[src/rtl/tcip_pkg.sv]
/*
 * tightly coupled IP interface shared definitions
 * widths, access size and target enums, bus structs and the
 * byte lane swap used for big-endian v2 mode
 */
package tcip_pkg;

  // ==============================
  // widths
  // ==============================
  localparam int xlen_w = 32;
  localparam int ofs_w  = 16;

  // ==============================
  // enums
  // ==============================
  // access size as driven by the BMU
  typedef enum logic [1:0] {
    size_byte = 2'b00,
    size_half = 2'b01,
    size_word = 2'b10
  } bus_size_e;

  // decoded peripheral window
  typedef enum logic [1:0] {
    tgt_none    = 2'b00,
    tgt_clint   = 2'b01,
    tgt_clic    = 2'b10,
    tgt_had_img = 2'b11
  } tcip_target_e;

  // ==============================
  // bus structs
  // ==============================
  // single request from the BMU data side
  typedef struct packed {
    logic [xlen_w-1:0] addr;
    logic [xlen_w-1:0] wdata;
    bus_size_e         size;
    logic              write;
    logic              supv_mode;
    logic              acc_deny;
    logic              chk_fail;
  } dbus_req_t;

  // command shared by all peripherals, qualified by each select
  typedef struct packed {
    logic [ofs_w-1:0]  offset;
    logic [xlen_w-1:0] wdata;
    logic              write;
    bus_size_e         size;
  } ip_cmd_t;

  // one peripheral answer
  typedef struct packed {
    logic              cmplt;
    logic [xlen_w-1:0] rdata;
  } ip_resp_t;

  // answer back to the BMU
  typedef struct packed {
    logic              trans_cmplt;
    logic              data_vld;
    logic              acc_err;
    logic [xlen_w-1:0] data;
  } bmu_resp_t;

  // reverse the four byte lanes of a word
  function automatic logic [xlen_w-1:0] byte_swap(input logic [xlen_w-1:0] w);
    return {w[7:0], w[15:8], w[23:16], w[31:24]};
  endfunction

endpackage

[src/rtl/tcip_if_top.sv]
/*
 * tightly coupled IP bus interface top
 * one BMU data master onto CLINT, CLIC and HAD image windows
 */
module tcip_if_top #(
  // clint 0xE000_0000 - 0xE000_FFFF
  parameter logic [15:0] CLINT_BASE   = 16'hE000,
  // clic 0xE080_0000 - 0xE080_FFFF
  parameter logic [15:0] CLIC_BASE    = 16'hE080,
  // had image 0xE401_0000 - 0xE401_0FFF
  parameter logic [19:0] HAD_IMG_BASE = 20'hE4010
) (
  input  logic                        sel_cpuclk,
  input  logic                        cpurst_b,
  input  tcip_pkg::dbus_req_t         dbus_req,
  input  logic                        dbus_req_vld,
  input  logic                        dbgon,
  input  logic                        be_v2,
  input  tcip_pkg::ip_resp_t          clint_resp,
  input  tcip_pkg::ip_resp_t          clic_resp,
  input  tcip_pkg::ip_resp_t          had_img_resp,
  output logic                        dbus_grnt,
  output tcip_pkg::bmu_resp_t         bmu_resp,
  output tcip_pkg::ip_cmd_t           ip_cmd,
  output logic                        clint_sel,
  output logic                        clic_sel,
  output logic                        had_img_sel,
  output logic [tcip_pkg::xlen_w-1:0] clic_base
);

  logic                   accept;
  tcip_pkg::tcip_target_e target;
  logic                   acc_err_req;
  logic                   busy;
  logic                   err_done;
  logic                   dummy_done;
  logic                   rd_pending;

  // ==============================
  // request side
  // ==============================
  tcip_req_decode #(
    .CLINT_BASE   (CLINT_BASE),
    .CLIC_BASE    (CLIC_BASE),
    .HAD_IMG_BASE (HAD_IMG_BASE)
  ) u_req_decode (
    .sel_cpuclk   (sel_cpuclk),
    .cpurst_b     (cpurst_b),
    .dbus_req     (dbus_req),
    .dbus_req_vld (dbus_req_vld),
    .dbgon        (dbgon),
    .busy         (busy),
    .dbus_grnt    (dbus_grnt),
    .accept       (accept),
    .target       (target),
    .acc_err_req  (acc_err_req),
    .clic_base    (clic_base)
  );

  // ==============================
  // outstanding transfer
  // ==============================
  tcip_xfer_track u_xfer_track (
    .sel_cpuclk    (sel_cpuclk),
    .cpurst_b      (cpurst_b),
    .accept        (accept),
    .target        (target),
    .acc_err_req   (acc_err_req),
    .dbus_req      (dbus_req),
    .be_v2         (be_v2),
    .clint_cmplt   (clint_resp.cmplt),
    .clic_cmplt    (clic_resp.cmplt),
    .had_img_cmplt (had_img_resp.cmplt),
    .busy          (busy),
    .clint_sel     (clint_sel),
    .clic_sel      (clic_sel),
    .had_img_sel   (had_img_sel),
    .ip_cmd        (ip_cmd),
    .err_done      (err_done),
    .dummy_done    (dummy_done),
    .rd_pending    (rd_pending)
  );

  // ==============================
  // response side
  // ==============================
  tcip_resp_merge u_resp_merge (
    .clint_resp   (clint_resp),
    .clic_resp    (clic_resp),
    .had_img_resp (had_img_resp),
    .err_done     (err_done),
    .dummy_done   (dummy_done),
    .rd_pending   (rd_pending),
    .be_v2        (be_v2),
    .bmu_resp     (bmu_resp)
  );

endmodule

[src/rtl/tcip_req_decode.sv]
/*
 * request decode
 * grants BMU requests when idle, checks privilege and
 * maps the address onto the CLINT, CLIC and HAD image windows
 */
module tcip_req_decode #(
  parameter logic [15:0] CLINT_BASE   = 16'hE000,
  parameter logic [15:0] CLIC_BASE    = 16'hE080,
  parameter logic [19:0] HAD_IMG_BASE = 20'hE4010
) (
  input  logic                        sel_cpuclk,
  input  logic                        cpurst_b,
  input  tcip_pkg::dbus_req_t         dbus_req,
  input  logic                        dbus_req_vld,
  input  logic                        dbgon,
  input  logic                        busy,
  output logic                        dbus_grnt,
  output logic                        accept,
  output tcip_pkg::tcip_target_e      target,
  output logic                        acc_err_req,
  output logic [tcip_pkg::xlen_w-1:0] clic_base
);

  logic                        clint_hit;
  logic                        clic_hit;
  logic                        had_img_hit;
  logic [tcip_pkg::xlen_w-1:0] clic_base_q;

  // ==============================
  // grant and accept
  // ==============================
  // grant is combinational, only one transaction in flight
  assign dbus_grnt = dbus_req_vld && !busy;

  // denied or check-failed requests are granted and dropped
  assign accept = dbus_grnt
               && !dbus_req.acc_deny
               && !dbus_req.chk_fail;

  // user mode outside debug has no access to these windows
  assign acc_err_req = !dbus_req.supv_mode && !dbgon;

  // ==============================
  // address map
  // ==============================
  // clint and clic own 64KB each, the had image 4KB
  assign clint_hit   = (dbus_req.addr[31:16] == CLINT_BASE);
  assign clic_hit    = (dbus_req.addr[31:16] == CLIC_BASE);
  assign had_img_hit = (dbus_req.addr[31:12] == HAD_IMG_BASE);

  always_comb
  begin
    target = tcip_pkg::tgt_none;
    if (clint_hit)
    begin
      target = tcip_pkg::tgt_clint;
    end
    else if (clic_hit)
    begin
      target = tcip_pkg::tgt_clic;
    end
    else if (had_img_hit)
    begin
      target = tcip_pkg::tgt_had_img;
    end
  end

  // ==============================
  // clic base report
  // ==============================
  // base becomes visible on the first clock out of reset
  always_ff @(posedge sel_cpuclk or negedge cpurst_b)
  begin
    if (!cpurst_b)
    begin
      clic_base_q <= '0;
    end
    else
    begin
      clic_base_q <= {CLIC_BASE, 16'h0000};
    end
  end

  assign clic_base = clic_base_q;

endmodule

[src/rtl/tcip_resp_merge.sv]
/*
 * response merge
 * folds the peripheral completions, error and dummy
 * completions into the single BMU response
 */
module tcip_resp_merge (
  input  tcip_pkg::ip_resp_t  clint_resp,
  input  tcip_pkg::ip_resp_t  clic_resp,
  input  tcip_pkg::ip_resp_t  had_img_resp,
  input  logic                err_done,
  input  logic                dummy_done,
  input  logic                rd_pending,
  input  logic                be_v2,
  output tcip_pkg::bmu_resp_t bmu_resp
);

  logic                        ip_cmplt;
  logic [tcip_pkg::xlen_w-1:0] rd_mux;
  logic [tcip_pkg::xlen_w-1:0] rd_data;

  // ==============================
  // read data
  // ==============================
  // only the completing peripheral contributes
  // dummy and error completions read back zero
  assign rd_mux = {tcip_pkg::xlen_w{clint_resp.cmplt}}   & clint_resp.rdata
                | {tcip_pkg::xlen_w{clic_resp.cmplt}}    & clic_resp.rdata
                | {tcip_pkg::xlen_w{had_img_resp.cmplt}} & had_img_resp.rdata;

  // big-endian v2 swaps lanes on the way back as well
  assign rd_data = be_v2 ? tcip_pkg::byte_swap(rd_mux) : rd_mux;

  // ==============================
  // completion flags
  // ==============================
  assign ip_cmplt = clint_resp.cmplt
                 || clic_resp.cmplt
                 || had_img_resp.cmplt;

  assign bmu_resp.trans_cmplt = ip_cmplt || err_done || dummy_done;

  // writes and access errors carry no data
  assign bmu_resp.data_vld = (ip_cmplt || dummy_done) && rd_pending;

  assign bmu_resp.acc_err = err_done;

  assign bmu_resp.data = rd_data;

endmodule

[src/rtl/tcip_xfer_track.sv]
/*
 * transaction tracker
 * holds the single outstanding transfer, drives the peripheral
 * selects and command, and flags error and dummy completions
 */
module tcip_xfer_track (
  input  logic                   sel_cpuclk,
  input  logic                   cpurst_b,
  input  logic                   accept,
  input  tcip_pkg::tcip_target_e target,
  input  logic                   acc_err_req,
  input  tcip_pkg::dbus_req_t    dbus_req,
  input  logic                   be_v2,
  input  logic                   clint_cmplt,
  input  logic                   clic_cmplt,
  input  logic                   had_img_cmplt,
  output logic                   busy,
  output logic                   clint_sel,
  output logic                   clic_sel,
  output logic                   had_img_sel,
  output tcip_pkg::ip_cmd_t      ip_cmd,
  output logic                   err_done,
  output logic                   dummy_done,
  output logic                   rd_pending
);

  logic                        req_ok;
  logic [2:0]                  tgt_vec;
  logic [2:0]                  cmplt_vec;
  logic [2:0]                  sel_q;
  logic [tcip_pkg::ofs_w-1:0]  ofs_q;
  tcip_pkg::bus_size_e         size_q;
  logic                        write_q;

  // accepted and allowed through to a window or the dummy slot
  assign req_ok = accept && !acc_err_req;

  // had image, clic, clint from msb down
  assign tgt_vec   = {target == tcip_pkg::tgt_had_img,
                      target == tcip_pkg::tgt_clic,
                      target == tcip_pkg::tgt_clint};
  assign cmplt_vec = {had_img_cmplt, clic_cmplt, clint_cmplt};

  // ==============================
  // selects and completions
  // ==============================
  always_ff @(posedge sel_cpuclk or negedge cpurst_b)
  begin
    if (!cpurst_b)
    begin
      sel_q      <= 3'b000;
      err_done   <= 1'b0;
      dummy_done <= 1'b0;
      write_q    <= 1'b0;
    end
    else
    begin
      // a new accept may land in the completion cycle
      if (req_ok)
      begin
        sel_q   <= tgt_vec;
        write_q <= dbus_req.write;
      end
      else
      begin
        sel_q <= sel_q & ~cmplt_vec;
      end
      err_done   <= accept && acc_err_req;
      dummy_done <= req_ok && (target == tcip_pkg::tgt_none);
    end
  end

  // offset and size of the open transfer
  always_ff @(posedge sel_cpuclk or negedge cpurst_b)
  begin
    if (!cpurst_b)
    begin
      ofs_q  <= '0;
      size_q <= tcip_pkg::size_byte;
    end
    else if (req_ok)
    begin
      ofs_q  <= dbus_req.addr[tcip_pkg::ofs_w-1:0];
      size_q <= dbus_req.size;
    end
  end

  assign clint_sel   = sel_q[0];
  assign clic_sel    = sel_q[1];
  assign had_img_sel = sel_q[2];

  // hold off the BMU until the selected peripheral answers
  assign busy       = |(sel_q & ~cmplt_vec);
  assign rd_pending = !write_q;

  // ==============================
  // peripheral command
  // ==============================
  // BMU keeps wdata stable while the transfer is open
  assign ip_cmd.offset = ofs_q;
  assign ip_cmd.wdata  = be_v2 ? tcip_pkg::byte_swap(dbus_req.wdata) : dbus_req.wdata;
  assign ip_cmd.write  = write_q;
  assign ip_cmd.size   = size_q;

endmodule

[config.mk]
export PLATFORM = sky130hd
export DESIGN_NAME = tcip_if_top
export DESIGN_NICKNAME = d
export VERILOG_FILES = /design/src/rtl/tcip_pkg.sv /design/src/rtl/tcip_if_top.sv /design/src/rtl/tcip_req_decode.sv /design/src/rtl/tcip_resp_merge.sv /design/src/rtl/tcip_xfer_track.sv
export SDC_FILE = /design/constraint.sdc
export NUM_CORES = 1
export LEC_CHECK = 0
export ABC_AREA = 1
export BUFFER_PORTS_ARGS = -buffer_cell sky130_fd_sc_hd__buf_2
export CORE_AREA = 2 2 116 118
export DETAILED_ROUTE_END_ITERATION = 16
export DIE_AREA = 0 0 118 120
export SLEW_MARGIN = 0
export SYNTH_ARGS = -nofsm -noshare
export SYNTH_HDL_FRONTEND = slang
export SYNTH_SLANG_ARGS = --single-unit
[constraint.sdc]
create_clock -name sel_cpuclk -period 3.04 [get_ports sel_cpuclk]
set_input_delay 0.152 -clock sel_cpuclk [delete_from_list [all_inputs] [get_ports sel_cpuclk]]
set_output_delay 0.152 -clock sel_cpuclk [all_outputs]
set_load 0.05 [all_outputs]
---- After elaboration in Yosys (flattened, before gate mapping) ----
Cells that the tools add are included.
word-level totals
  bits in registers ....................... 25
  input bits .............................. 174
  output and inout bits ................... 122
  logic and storage cells ................. 48
operators by class
  eq/ne operators ......................... 6
  multiplexer cells ....................... 6
  bitwise logic cells ..................... 7
  reductions and logical operators ........ 22
operator list
  kind                                                  count
  bitwise AND 32 bit                                    3
  two-way mux 32 bit                                    2
  bitwise OR 32 bit                                     2
  equality test 16 bit (second input constant)          2
  equality test 20 bit (second input constant)          1
  logical AND 1 bit                                     8
  zero test 1 bit                                       7
  two-way mux 2 bit                                     3
  logical OR 1 bit                                      5
  equality test 2 bit (second input constant)           2
  bitwise AND 3 bit                                     1
  two-way mux 3 bit                                     1
  NOT 3 bit                                             1
  OR reduction 3 bit                                    1
  equality test 2 x 1 -> 1 bit (second input constant)  1
  zero test 2 bit                                       1

---- Logic depth before layout (Yosys ltp) ----
  depth in word-level cells ............... 9
  depth in mapped cells ................... 10
  mapped depth without buffers ............ 8

---- Cells and area by module ----
Synthesis repeated with hierarchy kept, for this count alone.
second synthesis, totals
  cell total of the unflattened synthesis .. 529
  area, all modules ....................... 3119.2 um^2
modules (own cells, without submodules)
  module           instances  cells an instance  area an instance (um^2)
  tcip_xfer_track  1          210                1397.6
  tcip_resp_merge  1          252                1305.0
  tcip_req_decode  1          67                 416.6

---- Worst setup path before layout ----
Ideal clock, no wire load.
  kind .................................... input -> output
  start ................................... input be_v2
  end ..................................... output ip_cmd[17] (netlist bit)
  data arrival time ....................... 1607 ps
  data required time ...................... 2888 ps
  slack ................................... 1281 ps
  stages .................................. 3
  cell sequence ........................... buf_2 > clkbuf_1 > o21ai_0
RTL lines
  what                line               RTL
  start: declaration  tcip_if_top.sv:18  input logic be_v2,
  end: declaration    tcip_if_top.sv:24  output tcip_pkg::ip_cmd_t ip_cmd,

==> run_results.csv <==
group,metric,value,unit
run_status,status,"complete, no violations",
timing,grt_setup_unrepaired,"false",
clocking,numCtsBuffers,3,
floorplan,start_util,21.75,%
yosys,synth_ff_type,"dfrtp_1",
yosys,synth_top_area_cell,"nand2_1",
yosys,yosys-top-cells-area,"nand2_1, dfrtp_1, buf_4",
yosys,yosys_warnings,0,
run,cap_violations,0,
hold_path,hold_start,"dbus_req[38]",
floorplan,rows,42,
placed_design,routabilityCongestion,0.8079,
clocking,clk_pin_slew_worst_paths,60,ps
clocking,root_buffer,"clkbuf_16",
critical_path,rrSetupSlack,1610,ps
floorplan,die_w,118,µm
floorplan,coreArea,0.01298,mm²
power,ir_worst_vdd,0.3015,mV
floorplan,die_h,120,µm
power,pwr-share-comb,60.3,%
critical_path,ff2ff_path_depth,6,
yosys,syn_area_per_cell,5.366,µm²
cells_and_area,post-route-util,32.17,%
floorplan,io_pins,296,
floorplan,die_area,0.01416,mm²
placed_design,io_buffers,267,
routing,ant_nets,0,
timing,totalNegativeSetupSlack,0,ps
placed_design,placedCellCount,935,
critical_path,cp-end-kind,"output port",
grt,grt_pass1_vias,3501,
clocking,cts_sinks,25,
power,power.internal,0.8093,mW
power,p_clk_share,16.4,%
timing,fin_crit,1656,ps
yosys,synth_top_area_share,39.36,%
timing,hold_viol_final,0,
grt,grt_max_degree,65,
cells_and_area,layout.cells.non_filler,941,
clocking,cts_setup_buffers,0,
cells_and_area,area_delta_synth_final,47.92,%
critical_path,cp_max_fo,64,
yosys,ys_ff_latch,25,
routing,drt-initial-drc-count,184,
grt,grtUsageTotal,14.70,%
timing,hold-worst-slack,83.23,ps
yosys,netlist_area,0.002823,mm²
placed_design,hpwl,8818,µm
critical_path,crit_start,"be_v2",
yosys,synth.distinct_cells,22,
power,seqPwrFrac,23.3,%
cells_and_area,nFillCells,1504,
clocking,clock_path_buffers,2,
yosys,yosysSeqAreaShare,22.16,%
grt,grt_pass1_wl,17390,µm
clocking,clock_latency,260,ps
yosys,synth_edf_count,0,
routing,vias_per_cell,4.094,
power,power.switching,0.9555,mW
timing,fin_crit_sh,54.48,%
hold_path,hp-class,"in2reg",
routing,wl_per_cell,11.73,µm
critical_path,cp.required,2890,ps
timing,fmax,603.8,MHz
clocking,cts_tree,"yes",
power,p_sw_share,54.14,%
clocking,h-tree-depth,1,
critical_path,crit_path_end,"ip_cmd[25]",
critical_path,r2r-start,"u_xfer_track.sel_q[0]",
critical_path,critPathKind,"in2out",
grt,grt_overflow_total,0,
timing,setup_viol,0,
power,p_leak,2.674,nW
timing,drv_slew,0,
critical_path,crit_arrival,1500,ps
routing,drt-pass1-iter-count,5,
cells_and_area,nets,939,
timing,maxSlewHeadroom,36.37,%
routing,remaining_drc_errors,0,
timing,final.setup_skew,3.888,ps
routing,dr_total_vias,3852,
critical_path,setup.worst_path.start_class,"input port",
yosys,synthArstFlopShare,100.0,%
routing,wirelength,11040,µm
power,p_per_area,422.7,mW/mm²
cells_and_area,final_layout_size_suffix_gt1_share,37.70,%
grt,grt_antenna_before_repair,1,
timing,tightest_slew,953.1,ps
critical_path,reg2reg_to,"u_xfer_track.size_q[0]",
yosys,syn_inst,526,
==> layer usage <==
metal | routed length, µm | GRT usage (%) | up-vias
li1 | - | - | 2005
met1 | 4460 | 18.47 | 1649
met2 | 5486 | 26.38 | 194
met3 | 1045 | 2.757 | 4
met4 | 46 | 2.711 | 0
met5 | 0 | 0 | -
==> per-stage QoR <==
| stage | power (mW) | instance area, µm² | setup WS [ps] |
|---|---|---|---|
| finish | 1.765 | 4175 | 1384 |
| global route | 1.863 | 4175 | 1227 |
| global placement | 1.483 | 4083 | 1259 |
| CTS | 1.777 | 4173 | 1388 |
| detailed placement | 1.480 | 4083 | 1220 |
| floorplan | 1.216 | 2924 | 1281 |
==> sequential cells by signal (all words and copies together), names as in the netlist <==
name / cells
u_xfer_track.write_q: 1
u_xfer_track.size_q: 2
u_xfer_track.err_done: 1
u_xfer_track.sel_q: 3
u_req_decode.clic_base: 1
u_xfer_track.ofs_q: 16
u_xfer_track.dummy_done: 1
==> power groups by stage <==
stage                     combinational (mW)  clock, mW  sequential (mW)
final                                   1.06      0.290            0.411
after detailed placement                1.07          0            0.411
after global routing                    1.14      0.310            0.415
after floorplan                        0.647          0            0.570
after CTS                               1.07      0.297            0.410
after global placement                  1.06          0            0.418
==> cells by family after synthesis <==
| family | after synthesis | share of synthesized area (%) |
|---|---|---|
| AND/OR/NAND/NOR | 367 | 52.17 |
| buffers and inverters | 96 | 18.88 |
| AO/OA/AOI/OAI | 36 | 6.516 |
| flip-flops | 25 | 22.16 |
| other | 2 | 0.2661 |
==> worst min path at each step <==
stage	end	slack, ps	cells after the start
6_report	u_xfer_track.ofs_q[0]	80	3
4_1_cts	u_xfer_track.ofs_q[0]	80	3
2_1_floorplan	u_req_decode.clic_base[23]	-140	0
3_5_place_dp	u_xfer_track.ofs_q[15]	170	1
5_1_grt	u_xfer_track.ofs_q[1]	90	3
3_3_place_gp	u_xfer_track.ofs_q[13]	180	1
==> area by class of cell <==
class / instances / area, µm² / share of cell area [%]
clock buffer: 3 / 75.07 / 1.798
multi-input combinational: 432 / 1765 / 42.28
clock inverter: 1 / 5.005 / 0.1199
sequential: 25 / 625.6 / 14.98
inverter: 34 / 127.6 / 3.057
tap: 176 / 220.2 / 5.274
timing repair buffer: 269 / 1354 / 32.42
antenna: 1 / 2.502 / 0.05993
==> placed cells by master, fill, tap and decap left out, drive strengths merged <==
master / Yosys / final
clkbuf: 10 / 3
nor4: 1 / 1
buf: 52 / 268
dfrtp: 25 / 25
clkinv: 0 / 1
diode: 0 / 1
nand3: 39 / 39
a21oi: 1 / 1
inv: 34 / 34
conb: 2 / 29
nand2: 301 / 301
dlygate4sd3: 0 / 1
nor2: 25 / 25
o21ai: 35 / 35
nand3b: 1 / 1
==> timing repair <==
action	in CTS	in global routing
hold endpoints to repair	25	0
resized for setup	0	0
hold buffers	1	0
==> critical path: stages <==
cell and delay, ps:
buf_2 110, inv_2 680, nand2_1 120, o21ai_0 130, buf_2 300
==> Yosys cell counts, types with 3 or more instances <==
master,number
buf_6,3
nor2_1,22
inv_1,29
nand3_1,37
dfrtp_1,25
buf_4,37
nand2_2,5
buf_2,9
inv_2,5
o21ai_0,32
nand2_1,296
buf_1,3
clkbuf_1,10
(Power assumes the default switching activity.)
